$ cat config.mk
export PLATFORM = sky130hd
export DESIGN_NAME = reboot_top
export DESIGN_NICKNAME = d
export VERILOG_FILES = /design/src/reboot_pkg.sv /design/src/iprog_sequencer.sv /design/src/reboot_top.sv /design/src/reset_sync.sv /design/src/signal_sync.sv /design/src/switch_debounce.sv
export SDC_FILE = /design/constraint.sdc
export NUM_CORES = 1
export LEC_CHECK = 0
export ABC_AREA = 1
export BUFFER_PORTS_ARGS = -buffer_cell sky130_fd_sc_hd__clkbuf_2
export CAP_MARGIN = 25
export CORE_MARGIN = 1
export CORE_UTILIZATION = 55
export DETAILED_ROUTE_END_ITERATION = 8
export PLACE_DENSITY = 0.75
export SKIP_LAST_GASP = 1
export SLEW_MARGIN = 25
export SYNTH_ARGS = -nofsm -noshare
export SYNTH_HDL_FRONTEND = slang
export SYNTH_HIERARCHICAL = 1
export SYNTH_SLANG_ARGS = --single-unit
export TNS_END_PERCENT = 5
$ cat constraint.sdc
create_clock -name clk_125mhz_int -period 2.1 [get_ports clk_125mhz_int]
set_clock_uncertainty 0.2 [all_clocks]
set_input_delay 0.315 -clock clk_125mhz_int [delete_from_list [all_inputs] [get_ports clk_125mhz_int]]
set_output_delay 0.315 -clock clk_125mhz_int [all_outputs]
set_load 0.05 [all_outputs]
$ cat src/reboot_pkg.sv
// shared widths and configuration words; the byte bit-reversal matches the configuration port order
package reboot_pkg;

    // push switches
    localparam int SW_CNT = 4;

    typedef logic [SW_CNT-1:0] sw_t;

    // configuration port data width
    localparam int ICAP_W = 32;

    typedef logic [ICAP_W-1:0] icap_word_t;

    // reload command stream
    localparam icap_word_t CMD_DUMMY     = 32'hFFFFFFFF;
    localparam icap_word_t CMD_SYNC      = 32'hAA995566;
    // type 1 no-op
    localparam icap_word_t CMD_NOOP      = 32'h20000000;
    // write one word to the command register
    localparam icap_word_t CMD_WRITE_CMD = 32'h30008001;
    localparam icap_word_t CMD_IPROG     = 32'h0000000F;

    // dummy, sync, noop, write cmd, iprog, noop
    localparam int IPROG_WORD_CNT = 6;

    // the port takes each byte with bit 0 in the msb position
    function automatic icap_word_t bit_reverse_bytes(input icap_word_t word);
        icap_word_t rev;
        for (int b = 0; b < ICAP_W/8; b++) begin
            for (int i = 0; i < 8; i++) begin
                rev[8*b + i] = word[8*b + 7 - i];
            end
        end
        return rev;
    endfunction

endpackage

$ cat src/iprog_sequencer.sv
// write-only reload sequencer; avail is checked only at start, boot request must be synchronous
`timescale 1ns/1ps

module iprog_sequencer (
    input  logic                   clk_125mhz_int,
    input  logic                   rst_n_i,
    input  logic                   boot_req_i,
    input  logic                   icap_avail_i,
    output logic                   icap_csib_o,
    output logic                   icap_rdwrb_o,
    output reboot_pkg::icap_word_t icap_di_o
);

    import reboot_pkg::*;

    // each word state names the word currently on the port
    typedef enum logic [2:0] {
        ST_IDLE,
        ST_DUMMY,
        ST_SYNC,
        ST_NOOP,
        ST_WRITE_CMD,
        ST_IPROG,
        ST_NOOP_END
    } state_t;

    state_t     state_q;
    logic       csib_q;
    icap_word_t di_q;

    always_ff @(posedge clk_125mhz_int) begin
        if (!rst_n_i) begin
            state_q <= ST_IDLE;
            csib_q  <= 1'b1;
            di_q    <= CMD_DUMMY;
        end else begin
            case (state_q)
                ST_IDLE: begin
                    csib_q <= 1'b1;
                    di_q   <= CMD_DUMMY;
                    if (boot_req_i && icap_avail_i) begin
                        state_q <= ST_DUMMY;
                        csib_q  <= 1'b0;
                    end
                end
                ST_DUMMY: begin
                    state_q <= ST_SYNC;
                    di_q    <= CMD_SYNC;
                end
                ST_SYNC: begin
                    state_q <= ST_NOOP;
                    di_q    <= CMD_NOOP;
                end
                ST_NOOP: begin
                    state_q <= ST_WRITE_CMD;
                    di_q    <= CMD_WRITE_CMD;
                end
                ST_WRITE_CMD: begin
                    state_q <= ST_IPROG;
                    di_q    <= CMD_IPROG;
                end
                ST_IPROG: begin
                    state_q <= ST_NOOP_END;
                    di_q    <= CMD_NOOP;
                end
                default: begin
                    // deselect for one cycle before the next start
                    state_q <= ST_IDLE;
                    csib_q  <= 1'b1;
                    di_q    <= CMD_DUMMY;
                end
            endcase
        end
    end

    assign icap_csib_o  = csib_q;
    // the port is only ever written
    assign icap_rdwrb_o = 1'b0;
    assign icap_di_o    = bit_reverse_bytes(di_q);

endmodule

$ cat src/reboot_top.sv
// board-support top; clock must already be buffered, boot request and switches may be asynchronous
`timescale 1ns/1ps

module reboot_top #(
    parameter int RST_SYNC_STAGES = 4,
    parameter int SYNC_STAGES     = 2,
    parameter int DEBOUNCE_RATE   = 156000,
    parameter int DEBOUNCE_DEPTH  = 4
) (
    input  logic                   clk_125mhz_int,
    input  logic                   rst_n_i,
    input  reboot_pkg::sw_t        sw_i,
    output reboot_pkg::sw_t        sw_debounced_o,
    input  logic                   boot_req_i,
    input  logic                   icap_avail_i,
    output logic                   icap_csib_o,
    output logic                   icap_rdwrb_o,
    output reboot_pkg::icap_word_t icap_di_o
);

    import reboot_pkg::*;

    logic rst_int_n;
    logic boot_req_sync;
    sw_t  sw_sync;

    reset_sync #(
        .RST_SYNC_STAGES(RST_SYNC_STAGES)
    ) reset_sync_inst (
        .clk_125mhz_int(clk_125mhz_int),
        .rst_n_i       (rst_n_i),
        .rst_sync_n_o  (rst_int_n)
    );

    // reboot request into the core domain
    signal_sync #(
        .T          (logic),
        .SYNC_STAGES(SYNC_STAGES)
    ) boot_sync_inst (
        .clk_125mhz_int(clk_125mhz_int),
        .rst_n_i       (rst_int_n),
        .data_i        (boot_req_i),
        .data_o        (boot_req_sync)
    );

    signal_sync #(
        .T          (sw_t),
        .SYNC_STAGES(SYNC_STAGES)
    ) sw_sync_inst (
        .clk_125mhz_int(clk_125mhz_int),
        .rst_n_i       (rst_int_n),
        .data_i        (sw_i),
        .data_o        (sw_sync)
    );

    switch_debounce #(
        .DEBOUNCE_RATE (DEBOUNCE_RATE),
        .DEBOUNCE_DEPTH(DEBOUNCE_DEPTH)
    ) switch_debounce_inst (
        .clk_125mhz_int(clk_125mhz_int),
        .rst_n_i       (rst_int_n),
        .sw_i          (sw_sync),
        .sw_o          (sw_debounced_o)
    );

    iprog_sequencer iprog_sequencer_inst (
        .clk_125mhz_int(clk_125mhz_int),
        .rst_n_i       (rst_int_n),
        .boot_req_i    (boot_req_sync),
        .icap_avail_i  (icap_avail_i),
        .icap_csib_o   (icap_csib_o),
        .icap_rdwrb_o  (icap_rdwrb_o),
        .icap_di_o     (icap_di_o)
    );

endmodule

$ cat src/reset_sync.sv
// synchronous active-low reset stretcher; needs RST_SYNC_STAGES of at least 2, assertion is seen one edge late
`timescale 1ns/1ps

module reset_sync #(
    parameter int RST_SYNC_STAGES = 4
) (
    input  logic clk_125mhz_int,
    input  logic rst_n_i,
    output logic rst_sync_n_o
);

    logic [RST_SYNC_STAGES-1:0] rst_shift_q;

    // clears at once, fills with ones after release
    always_ff @(posedge clk_125mhz_int) begin
        if (!rst_n_i) begin
            rst_shift_q <= '0;
        end else begin
            rst_shift_q <= {rst_shift_q[RST_SYNC_STAGES-2:0], 1'b1};
        end
    end

    // last stage drives the internal reset
    assign rst_sync_n_o = rst_shift_q[RST_SYNC_STAGES-1];

endmodule

$ cat src/signal_sync.sv
// register chain synchronizer; multi-bit payloads are not coherent, use only for independent bits
`timescale 1ns/1ps

module signal_sync #(
    parameter type T = logic,
    parameter int SYNC_STAGES = 2
) (
    input  logic clk_125mhz_int,
    input  logic rst_n_i,
    input  T     data_i,
    output T     data_o
);

    T sync_q [SYNC_STAGES];

    always_ff @(posedge clk_125mhz_int) begin
        if (!rst_n_i) begin
            for (int i = 0; i < SYNC_STAGES; i++) begin
                sync_q[i] <= '0;
            end
        end else begin
            // first stage may go metastable
            sync_q[0] <= data_i;
            for (int i = 1; i < SYNC_STAGES; i++) begin
                sync_q[i] <= sync_q[i-1];
            end
        end
    end

    assign data_o = sync_q[SYNC_STAGES-1];

endmodule

$ cat src/switch_debounce.sv
// sampled switch debouncer; expects synchronized inputs and DEBOUNCE_DEPTH of at least 2
`timescale 1ns/1ps

module switch_debounce #(
    parameter int DEBOUNCE_RATE  = 156000,
    parameter int DEBOUNCE_DEPTH = 4
) (
    input  logic             clk_125mhz_int,
    input  logic             rst_n_i,
    input  reboot_pkg::sw_t  sw_i,
    output reboot_pkg::sw_t  sw_o
);

    import reboot_pkg::*;

    localparam int CNT_W = (DEBOUNCE_RATE > 1) ? $clog2(DEBOUNCE_RATE) : 1;

    logic [CNT_W-1:0]          rate_cnt_q;
    logic                      tick;
    logic [DEBOUNCE_DEPTH-1:0] hist_q    [SW_CNT];
    logic [DEBOUNCE_DEPTH-1:0] hist_next [SW_CNT];
    sw_t                       sw_q;

    // one sample tick per DEBOUNCE_RATE cycles
    assign tick = (rate_cnt_q == CNT_W'(DEBOUNCE_RATE - 1));

    always_ff @(posedge clk_125mhz_int) begin
        if (!rst_n_i) begin
            rate_cnt_q <= '0;
        end else if (tick) begin
            rate_cnt_q <= '0;
        end else begin
            rate_cnt_q <= rate_cnt_q + 1'b1;
        end
    end

    // history including the sample taken on this tick
    always_comb begin
        for (int i = 0; i < SW_CNT; i++) begin
            hist_next[i] = {hist_q[i][DEBOUNCE_DEPTH-2:0], sw_i[i]};
        end
    end

    always_ff @(posedge clk_125mhz_int) begin
        if (!rst_n_i) begin
            for (int i = 0; i < SW_CNT; i++) begin
                hist_q[i] <= '0;
            end
            sw_q <= '0;
        end else if (tick) begin
            for (int i = 0; i < SW_CNT; i++) begin
                hist_q[i] <= hist_next[i];
                // change only on a unanimous history, else hold
                if (&hist_next[i]) begin
                    sw_q[i] <= 1'b1;
                end else if (~|hist_next[i]) begin
                    sw_q[i] <= 1'b0;
                end
            end
        end
    end

    assign sw_o = sw_q;

endmodule

==> After elaboration in Yosys (flattened, before gate mapping) <==
Memory sizes are Yosys's and may differ from the RTL's.
Index checks and enable logic that the tools add are counted.
{ "totals": {"output_inout_bits": 38, "register_bits": 62, "memories": 3, "ram_bits": 26, "inputBits": 8} }
{ "mem_list": {"columns": ["memory", "words", "word_bits", "read_ports", "rd_clocked_by_memory_dff", "wr", "line", "rtl"], "rows": [
  ["switch_debounce_inst.hist_q", 4, 4, 4, 0, 4, "switch_debounce.sv:20", "logic [DEBOUNCE_DEPTH-1:0] hist_q [SW_CNT];"],
  ["sw_sync_inst.sync_q", 2, 4, 2, 0, 2, "signal_sync.sv:14", "T sync_q [SYNC_STAGES];"],
  ["boot_sync_inst.sync_q", 2, 1, 2, 0, 2, "signal_sync.sv:14", null]
]} }
{ "op_classes": {"mux": 27, "reduce_logical": 17, "n_addsub": 1, "eq_ne": 11, "bitwise_logic": 9} }
{ "op_table": {"columns": ["cell", "count"], "rows": [
  ["one-hot mux 32 bit (4 select lines)", 1],
  ["two-way mux 4 bit", 6],
  ["adder 18 x 1 -> 18 bit (second input constant)", 1],
  ["equality test 18 bit (second input constant)", 1],
  ["one-hot mux 3 bit (6 select lines)", 1],
  ["two-way mux 1 bit", 17],
  ["AND reduction 4 bit", 4],
  ["OR reduction 4 bit", 4],
  ["inequality test 2 x 1 -> 1 bit (second input constant)", 5],
  ["OR 1 bit", 8],
  ["AND reduction 2 bit", 4],
  ["equality test 3 x 2 -> 1 bit (second input constant)", 2],
  ["equality test 3 bit (second input constant)", 2],
  ["OR reduction 5 bit", 1],
  ["OR reduction 2 bit", 2],
  ["equality test 3 x 1 -> 1 bit (second input constant)", 1],
  ["zero test 3 bit", 1],
  ["two-way mux 3 bit", 1],
  ["one-hot mux 1 bit (2 select lines)", 1],
  ["logical AND 1 bit", 1],
  ["inverter 1 bit", 1]
]} }

==> Longest topological paths before layout <==
Gate-level depths: netlist of run 1.
{ "logic_depth": {"depth_word": 5, "depth_mapped": 9, "ltp_nobuf": 9} }

==> Modules after synthesis <==
Netlist of run 1, hierarchy kept.
{ "modules_own_cells": {"columns": ["mod", "seq_area_each_um2", "area_per_inst_um2", "cells_per_inst", "n_inst"], "rows": [
  ["switch_debounce", 800.8, 1662.8, 218, 1],
  ["iprog_sequencer", 220.2, 610.6, 78, 1],
  ["signal_sync at sw_sync_inst", 160.2, 255.2, 29, 1],
  ["reset_sync", 80.1, 102.6, 10, 1],
  ["signal_sync at boot_sync_inst", 40.0, 55.1, 6, 1]
]} }

==> Worst setup path after synthesis of run 1 <==
OpenSTA, ideal clock, no wires.
{ "synth_timing": {"path_kind": "register to register", "start": "register switch_debounce_inst.rate_cnt_q[0]", "end": "memory switch_debounce_inst.hist_q[0][0] (enable)", "setup_time_ns": 0.306, "period_less_slack_ns": 1.718, "arrival_ns": 1.212, "n_path_buf": 1, "path_stages_with_launch": 9, "setup_slack_ns": 0.382, "path_cell_list": "dfxtp_1 -> ha_1 -> nand2_1 -> inv_1 -> nand2_1 -> inv_2 -> nand3_4 -> nand2_4 -> buf_6"} }
{ "synth_rtl": {"columns": ["item", "line", "rtl"], "rows": [
  ["start: declaration", "switch_debounce.sv:18", "logic [CNT_W-1:0] rate_cnt_q;"],
  ["start signal: assignment", "switch_debounce.sv:33", "rate_cnt_q <= rate_cnt_q + 1'b1;"],
  ["end: declaration", "switch_debounce.sv:20", null]
]} }

==> impl_metrics.py, run 1 <==
metrics = {
    "worst_hold_path": {
        "hold_path_class": "in -> reg",
        "min_from": "icap_avail_i",
        "hold-path-cell-count": 6,
        "holdPathEnd": "iprog_sequencer_inst/icap_csib_o",
    },
    "run": {
        "cap_violations": 0,
    },
    "synth": {
        "netlist_instances": 341,
        "synth_edf_count": 12,
        "syn_area_per_cell_um2": 7.88,
        "ys_async_sr_fraction": 0,
        "synth_nets": 352,
        "ys_warn_count": 6,
        "synth_seq_area_share": 0.484,
        "synth_area_um2": 2690,
        "ys_ff_latch": 59,
        "synth_cell_type_count": 29,
        "yosys_most_used_dff": "dfxtp_1",
    },
    "clock_network": {
        "clk_path_buf_depth": 2,
        "clk_pin_slew_ns": 0.06,
        "cts_resized": 0,
        "cts_tree": "built",
        "cts_root_buf": "clkbuf_8",
        "cts.sinks": 59,
        "numCtsBuffers": 9,
        "htree_num_levels": 3,
        "worstSkewPairLatency_ns": 0.33,
    },
    "routing": {
        "wirelength_mm": 4.51,
        "first_iter_violations": 86,
        "avgViaCountPerCell": 4.61,
        "wire_per_inst_um": 10.2,
        "final_antenna_net_count": 0,
        "first_pass_iters": 7,
        "drc": 2,
        "dr_total_vias": 2043,
    },
    "global_routing": {
        "grt_pass1_vias": 1837,
        "grt-ovfl-total": 0,
        "antenna_found_initial": 0,
        "grt_pass1_wl_mm": 7.38,
        "grt.total_usage": 0.189,
        "grt_max_degree": 29,
    },
    "power": {
        "ir_drop_v": 0.000529,
        "power.leakage_uw": 0.00131,
        "total_power_uw": 2250,
        "p_per_area_nw_per_um2": 744,
    },
    "placed_design": {
        "place_area_um2": 2760,
        "portBuffers": 44,
        "place_congestion": 0.832,
        "place_inst": 421,
        "dpl.hpwl_mm": 3.15,
    },
    "floorplanning": {
        "dieWidth_um": 71.9,
        "rows": 25,
        "die_h_um": 71.9,
        "initial_core_util": 0.569,
        "dieArea_um2": 5170,
        "fp.coreArea_um2": 4720,
        "io_pins": 46,
    },
    "worst_setup_path": {
        "start_kind": "flop",
        "cp_max_fo": 28,
        "ff2ff_setup_slack_ns": 0.22,
        "r2r_end": "switch_debounce_inst/hist_q[2][1]",
        "reg2reg_depth": 7,
        "cp.required_ns": 1.90,
        "worstSetupEndpointType": "flop",
        "reg2reg_from": "switch_debounce_inst/rate_cnt_q[0]",
        "cp.arrival_ns": 1.68,
        "path_class": "reg -> reg",
    },
    "finish": {
        "nets": 383,
        "drive_above_1_share": 0.202,
        "design_area_um2": 3030,
        "fin_util": 0.642,
        "antenna_cells": 0,
        "stdcell_count": 443,
        "n_fill_cell": 392,
        "syn_to_final_growth_pct": 12.8,
    },
    "timing": {
        "setup_viol": 0,
        "period_share": 0.897,
        "timing.fmax_mhz": 531,
        "setup_tns_ns": 0,
        "fin_crit_ns": 1.88,
        "rsz0062_at_grt": "false",
        "hold_violations": 0,
        "slew_violations": 0,
    },
    "status": {
        "status": "finished, violations left",
        "violations": "design-rule violations",
    },
}
## layout by cell type (no fill, tap or decap), types with 2 or more instances in the layout
cell type      Yosys  layout
edfxtp_1          12      12
nor2_2             2       2
nor2_4             2       2
nand3_1           23      23
dfxtp_1           47      47
ha_1               3       3
dlygate4sd3_1      0       6
nor2_1            56      56
nor3_1             6       6
inv_2              3       3
clkbuf_8           0      12
xnor2_1            2       2
o21ai_0            3       3
nand4_1            6       6
buf_4             30       3
xor2_1             6       6
clkbuf_2           0      44
nand2_2            4       4
nand2_1           64      64
a21oi_1            8       8
inv_1             52      52
## layer usage
layer	global-route usage	up-vias	share of wire
met5	0	-	0
met4	0.0959	0	0.018
met3	0.0703	11	0.041
met2	0.317	40	0.47
met1	0.212	913	0.47
li1	-	1079	-
## critical path, cell delays in order, from the launching register on
cell and delay [ns]:
dfxtp_1 0.35, ha_1 0.18, nand2_1 0.10, inv_1 0.09, nand2_1 0.10, inv_2 0.13
nand3_4 0.10, nand2_4 0.29
## report_power, final
group / internal (µW) / switching, µW
logic: 18.4 / 23.5
clock network: 637 / 407
registers: 1160 / 4.72
## stage by stage
| step | hold slack (ns) | setup WS [ns] |
|---|---|---|
| after floorplan | 0.143 | 0.382 |
| after global placement | 0.188 | 0.264 |
| after detailed placement | 0.200 | 0.195 |
| after CTS | 0.139 | 0.165 |
| after global routing | 0.190 | 0.0815 |
| final | 0.144 | 0.217 |
## kinds of logic after synthesis
logic type,count (synthesis),synth area share
and+or+nand+nor,169,0.280
other,1,0.00140
xor gates and xnor gates,8,0.0261
adders and majority gates,3,0.0140
buffers and inverters,88,0.169
DFF,59,0.484
AOI/OAI and AO/OA,13,0.0256
## sequential cells by signal, indices dropped and copies added, names as in the netlist
name,flops
switch_debounce_inst/rate_cnt_q,18
switch_debounce_inst/hist_q,12
sw_sync_inst/sync_q,8
iprog_sequencer_inst/di_q,7
reset_sync_inst/rst_shift_q,4
switch_debounce_inst/sw_o,4
iprog_sequencer_inst/state_q,3
boot_sync_inst/sync_q,2
iprog_sequencer_inst/icap_csib_o,1
## cells in the mapped netlist (2+ instances only)
| cell type | instances | share of area |
|---|---|---|
| xnor2_1 | 2 | 0.0065 |
| nor2_2 | 2 | 0.0047 |
| nand2_1 | 64 | 0.089 |
| nor2_1 | 56 | 0.078 |
| edfxtp_1 | 12 | 0.13 |
| buf_4 | 30 | 0.084 |
| a21oi_1 | 8 | 0.015 |
| nor3_1 | 6 | 0.011 |
| inv_1 | 52 | 0.073 |
| dfxtp_1 | 47 | 0.35 |
| ha_1 | 3 | 0.014 |
| nor2_4 | 2 | 0.0084 |
| o21ai_0 | 3 | 0.0056 |
| buf_2 | 2 | 0.0037 |
| nand2_2 | 4 | 0.0093 |
| inv_2 | 3 | 0.0042 |
| nand3_1 | 23 | 0.043 |
| nand4_1 | 6 | 0.014 |
| xor2_1 | 6 | 0.020 |
## repair_timing
item / in CTS / in global routing
endpoints found under the setup margin: 0 / 1
setup buffers: 0 / 1
hold endpoints to repair: 7 / 0
hold buffers: 6 / 0
## worst max-delay path by stage
stage / end / depth (start not counted) / from / slack (ns)
5_1_grt: switch_debounce_inst/hist_q[3][2] / 7 / switch_debounce_inst/rate_cnt_q[0] / 0.08
6_report: switch_debounce_inst/hist_q[2][1] / 7 / switch_debounce_inst/rate_cnt_q[0] / 0.22
3_5_place_dp: switch_debounce_inst/hist_q[3][0] / 7 / switch_debounce_inst/rate_cnt_q[0] / 0.19
4_1_cts: switch_debounce_inst/hist_q[3][0] / 7 / switch_debounce_inst/rate_cnt_q[0] / 0.17
3_3_place_gp: switch_debounce_inst/hist_q[2][2] / 7 / switch_debounce_inst/rate_cnt_q[0] / 0.26
2_1_floorplan: switch_debounce_inst/hist_q[0][0] / 8 / switch_debounce_inst/rate_cnt_q[0] / 0.38
## area by class of cell
| class | instances | area, µm² | share of cell area |
|---|---|---|---|
| clock inverter | 2 | 35.0 | 0.0116 |
| sequential | 59 | 1300 | 0.429 |
| multi-input combinational | 194 | 932 | 0.308 |
| timing repair buffer | 53 | 303 | 0.0999 |
| clock buffer | 13 | 169 | 0.0557 |
| inverter | 55 | 206 | 0.0681 |
| tap | 67 | 83.8 | 0.0277 |
Note: power is estimated with default switching activity, not from simulation.
==> run 2: changes to the inputs <==
Settings changed: CELL_PAD_IN_SITES_DETAIL_PLACEMENT set to 0, CELL_PAD_IN_SITES_GLOBAL_PLACEMENT set to 1, CORE_UTILIZATION 55 to 41, PLACE_DENSITY 0.75 to 0.76.
==> run 2 against run 1 <==
Effect of this change:
- the run still ends with design-rule violations left
- sequential share of layout area down 0.28 points
- clock power increased by 9%
- wire length increased by 1.2%
- critical endpoint is now switch_debounce_inst/hist_q[1][2]
- core utilization down 16 points
- maximum frequency increased by 0.76%
- largest power group unchanged
- highest routed layer unchanged
- critical path type unchanged
- final area up 0.66%
- via count is 1.9% lower
- flip-flop and latch count is the same
- largest cell class unchanged
- power increased by 3.7%
==> impl_metrics.py, run 2 (synthesis gave the netlist of run 1 again) <==
metrics = {
    "floorplanning": {
        "dieWidth_um": 82.9,
        "die_h_um": 82.9,
        "initial_core_util": 0.423,
        "fp.coreArea_um2": 6350,
        "rows": 29,
        "dieArea_um2": 6880,
        "io_pins": 46,
    },
    "global_routing": {
        "grt-ovfl-total": 0,
        "grt.total_usage": 0.142,
        "grt_max_degree": 29,
        "grt_pass1_wl_mm": 7.73,
        "antenna_found_initial": 0,
        "grt_pass1_vias": 1720,
    },
    "worst_setup_path": {
        "cp.buffers_inverters": 2,
        "start_kind": "flop",
        "worstSetupEndpointType": "flop",
        "crit_path_frequent_cell": "nand2_1",
        "crit_chain": "ha_1 > nand2_1 > inv_1 > nand2_1 > inv_2 > nand3_4 > nand2_4",
        "cp_max_fo": 28,
        "cp.arrival_ns": 1.67,
        "cp_top_family": "simple AND/OR/NAND/NOR gates",
        "path_class": "reg -> reg",
        "critPathMaxStageDelay_ns": 0.35,
        "cp.required_ns": 1.90,
        "crit_slowest_cell": "dfxtp_1",
    },
    "placed_design": {
        "dpl.hpwl_mm": 3.25,
        "portBuffers": 44,
        "place_congestion": 0.777,
        "place_area_um2": 2760,
    },
    "routing": {
        "final_antenna_net_count": 0,
        "top_layer": "met4",
        "wirelength_mm": 4.56,
        "avgViaCountPerCell": 4.42,
        "wire_per_inst_um": 10.1,
        "wl_met1_mm": 2.31,
        "first_iter_violations": 102,
        "wl_met2_mm": 1.97,
        "first_pass_iters": 6,
        "dr_total_vias": 2004,
        "routed-wl-met3_um": 205,
        "drc": 2,
    },
    "finish": {
        "largest_register_ffs": 18,
        "top_register": "switch_debounce_inst/rate_cnt_q",
        "design_area_um2": 3050,
        "antenna_cells": 0,
        "nets": 382,
        "reg_top3": "switch_debounce_inst/rate_cnt_q (18), switch_debounce_inst/hist_q (12), sw_sync_inst/sync_q (8)",
        "layout_common_cells": "64 x nand2_1, 56 x nor2_1, 52 x inv_1",
        "n_fill_cell": 625,
        "drive_above_1_share": 0.202,
        "final_common_cell": "nand2_1",
        "syn_to_final_growth_pct": 13.6,
    },
    "timing": {
        "hold_violations": 0,
        "setup_viol": 0,
        "rsz0062_at_grt": "false",
        "period_share": 0.890,
        "setup_tns_ns": 0,
        "fin_crit_ns": 1.87,
        "timing.fmax_mhz": 535,
        "slew_violations": 0,
    },
    "power": {
        "ir_drop_v": 0.000534,
        "power.leakage_uw": 0.00131,
        "p_per_area_nw_per_um2": 766,
    },
    "clock_network": {
        "clk_path_buf_depth": 2,
        "cts.sinks": 59,
        "numCtsBuffers": 9,
        "clk_pin_slew_ns": 0.07,
        "htree_num_levels": 3,
        "worstSkewPairLatency_ns": 0.33,
        "cts_resized": 0,
        "cts_root_buf": "clkbuf_8",
        "cts_tree": "built",
    },
    "status": {
        "status": "finished, violations left",
        "violations": "design-rule violations",
    },
    "worst_hold_path": {
        "hold_path_class": "in -> reg",
    },
    "run": {
        "cap_violations": 0,
    },
}
run 2: cell count changes in the layout (fill, tap and decap cells not counted), sizes merged:
| cell | before | now |
|---|---|---|
| buf | 3 | 2 |
| bufinv | 1 | 2 |
| clkbuf | 57 | 55 |
| clkinv | 1 | 2 |
| clkinvlp | 0 | 1 |
run 2: worst register-to-register path, delay by kind of cell (launching register included):
kind | cells | cell delay [ns]
AND/OR/NAND/NOR | 4 | 0.59
buffers and inverters | 2 | 0.21
flip-flops | 1 | 0.35
adder cells (fa/ha/maj) | 1 | 0.18
run 2: repair_timing:
| action | in CTS | in global routing |
|---|---|---|
| setup buffers | 0 | 1 |
| endpoints found under the setup margin | 0 | 5 |
| hold buffers | 6 | 0 |
| hold endpoints to repair | 6 | 0 |
run 2: area by class of cell:
class	count	area, µm²	share of cell area
tap	77	96.3	0.0316
multi-input combinational	194	932	0.306
sequential	59	1300	0.427
clock inverter	5	77.6	0.0254
clock buffer	11	141	0.0463
timing repair buffer	52	295	0.0968
inverter	55	206	0.0677
run 2: metrics by stage:
| step | instances | setup WS [ns] | hold WS (ns) | utilization | power (µW) |
|---|---|---|---|---|---|
| after global placement | 430 | 0.256 | 0.190 | 0.435 | 1230 |
| after detailed placement | 430 | 0.136 | 0.197 | 0.435 | 1230 |
| final | 453 | 0.232 | 0.174 | 0.480 | 2340 |
| after floorplan | 341 | 0.382 | 0.143 | - | 1220 |
| after global routing | 453 | 0.0693 | 0.246 | 0.480 | 2440 |
| after CTS | 452 | 0.142 | 0.162 | 0.479 | 2370 |
run 2: power by group:
group / leakage, µW / internal (µW) / switching, µW
Sequential: 0.000524 / 1160 / 5.14
Combinational: 0.000673 / 17.7 / 23.6
Clock: 0.000109 / 696 / 430
Total: 0.00131 / 1880 / 459
run 2: final timing paths:
| path | from | end | slack, ns | cells past startpoint |
|---|---|---|---|---|
| worst max-delay path | switch_debounce_inst/rate_cnt_q[0] | switch_debounce_inst/hist_q[1][2] | 0.23 | 7 |
| worst min-delay path | icap_avail_i | iprog_sequencer_inst/icap_csib_o | 0.17 | 6 |
| worst max register to register | switch_debounce_inst/rate_cnt_q[0] | switch_debounce_inst/hist_q[1][2] | 0.23 | 7 |
| worst min register to register | sw_sync_inst/sync_q[0][2] | sw_sync_inst/sync_q[0][6] | 0.21 | 2 |
run 2: metal layers:
| layer | track usage | up-vias |
|---|---|---|
| met5 | 0 | - |
| li1 | - | 1074 |
| met4 | 0.0533 | 0 |
| met3 | 0.0547 | 8 |
| met1 | 0.184 | 879 |
| met2 | 0.212 | 43 |
==> run 3: changes to the inputs <==
Settings changed: CORE_UTILIZATION 41 to 40, PLACE_DENSITY 0.76 to 0.75.
==> run 3 against run 2 <==
Effect of this change:
- the flow still finishes with violations (design-rule violations)
- register-to-register slack barely moved
- die area is 2.4% higher
- power shrank 6.7%
- core utilization decreased by 1.1 points
- first-iteration DRC count decreased by 5.9%
- combinational power grew 1%
- flip-flop and latch count is the same
- clock-buffer cell count did not move
- sequential share of layout area rose by 0.48 points
- final area decreased by 1.1%
- non-clock buffer count did not move
- critical path type unchanged
- critical endpoint is now switch_debounce_inst/hist_q[3][1]
==> impl_metrics.py, run 3 (synthesis gave the netlist of run 1 again) <==
metrics = {
    "status": {
        "status": "finished, violations left",
        "violations": "design-rule violations",
    },
    "global_routing": {
        "grt_pass1_wl_mm": 7.84,
        "grt_max_degree": 29,
        "grt.total_usage": 0.141,
        "grt_pass1_vias": 1723,
        "grt-ovfl-total": 0,
        "antenna_found_initial": 0,
    },
    "timing": {
        "hold_violations": 0,
        "slew_violations": 0,
        "fin_ws_ns": 0.218,
        "setup_tns_ns": 0,
        "rsz0062_at_grt": "false",
        "setup_viol": 0,
        "fin_crit_ns": 1.88,
        "period_share": 0.896,
        "timing.fmax_mhz": 531,
        "worst_hold_slack_ns": 0.174,
    },
    "clock_network": {
        "cts_root_buf": "clkbuf_8",
        "numCtsBuffers": 9,
        "clk_pin_slew_ns": 0.07,
        "htree_num_levels": 3,
        "worstSkewPairLatency_ns": 0.32,
        "cts.sinks": 59,
        "cts_tree": "built",
        "cts_resized": 0,
        "clk_path_buf_depth": 2,
    },
    "routing": {
        "wirelength_mm": 4.51,
        "dr_total_vias": 1986,
        "drc": 12,
        "final_antenna_net_count": 0,
        "wire_per_inst_um": 9.95,
        "first_iter_violations": 96,
        "first_pass_iters": 8,
        "avgViaCountPerCell": 4.38,
    },
    "worst_setup_path": {
        "reg2reg_depth": 7,
        "start_kind": "flop",
        "cp.arrival_ns": 1.68,
        "ff2ff_setup_slack_ns": 0.22,
        "cp_max_fo": 28,
        "path_class": "reg -> reg",
        "cp.required_ns": 1.89,
        "worstSetupEndpointType": "flop",
    },
    "placed_design": {
        "dpl.hpwl_mm": 3.25,
        "portBuffers": 44,
        "place_area_um2": 2760,
        "dpl_worst_slack_ns": 0.211,
        "place_congestion": 0.771,
    },
    "finish": {
        "top_register": "switch_debounce_inst/rate_cnt_q",
        "final_common_cell": "nand2_1",
        "drive_above_1_share": 0.199,
        "design_area_um2": 3020,
        "antenna_cells": 0,
        "layout_common_cells": "64 x nand2_1, 56 x nor2_1, 52 x inv_1",
        "largest_register_ffs": 18,
        "syn_to_final_growth_pct": 12.3,
        "regArea_um2": 1300,
        "reg_top3": "switch_debounce_inst/rate_cnt_q (18), switch_debounce_inst/hist_q (12), sw_sync_inst/sync_q (8)",
        "multi_input_area_um2": 932,
        "nets": 382,
        "n_fill_cell": 654,
    },
    "floorplanning": {
        "fp.coreArea_um2": 6420,
        "io_pins": 46,
        "die_h_um": 84.0,
        "initial_core_util": 0.418,
        "rows": 29,
        "dieArea_um2": 7050,
        "dieWidth_um": 84.0,
    },
    "power": {
        "ir_drop_v": 0.000440,
        "p_per_area_nw_per_um2": 723,
        "power.leakage_uw": 0.00129,
    },
    "run": {
        "cap_violations": 0,
    },
    "worst_hold_path": {
        "hold-path-cell-count": 6,
        "hold_path_class": "in -> reg",
    },
}
## run 3: changes by cell type in the layout (fill, tap and decap cells not counted), sizes merged
| cell | before | now |
|---|---|---|
| clkinv | 2 | 4 |
| bufinv | 2 | 1 |
| clkinvlp | 1 | 0 |
## run 3: path summary, 6_finish.rpt
| path | startpoint | endpoint |
|---|---|---|
| max reg2reg | switch_debounce_inst/rate_cnt_q[0] | switch_debounce_inst/hist_q[3][1] |
| min reg2reg | sw_sync_inst/sync_q[0][2] | sw_sync_inst/sync_q[0][6] |
| min | icap_avail_i | iprog_sequencer_inst/icap_csib_o |
| max | switch_debounce_inst/rate_cnt_q[0] | switch_debounce_inst/hist_q[3][1] |
## run 3: metal layers
metal	routed length [µm]	global-route usage
met3	167	0.0336
met5	0	0
met2	1870	0.203
met4	49	0.0752
met1	2420	0.196
## run 3: final cells by class
cell class	count	area share
Sequential cell	59	0.431
Timing Repair Buffer	52	0.0979
Inverter	55	0.0684
Clock inverter	5	0.0178
Multi-Input combinational cell	194	0.309
Clock buffer	11	0.0436
Tap cell	77	0.0319
## run 3: repair_timing
item	4_1_cts	5_1_grt
setup buffers	0	1
endpoints found under the setup margin	0	11
hold buffers	6	0
hold endpoints to repair	6	0
## run 3: power by group
group / internal [µW] / switching, µW / leakage [µW]
logic: 17.8 / 24.1 / 0.000673
clock network: 544 / 426 / 0.0000971
registers: 1160 / 4.96 / 0.000524
## run 3: critical path: stages (launching register included)
cell     delay (ns)
dfxtp_1        0.35
ha_1           0.18
nand2_1        0.10
inv_1          0.09
nand2_1        0.10
inv_2          0.13
nand3_4        0.10
nand2_4        0.29
## run 3: per-stage QoR
stage	total power [µW]	std cells	utilization
after CTS	2220	452	0.469
after global routing	2280	453	0.470
after detailed placement	1230	430	0.430
after floorplan	1220	341	-
after global placement	1230	430	0.430
final	2180	453	0.470
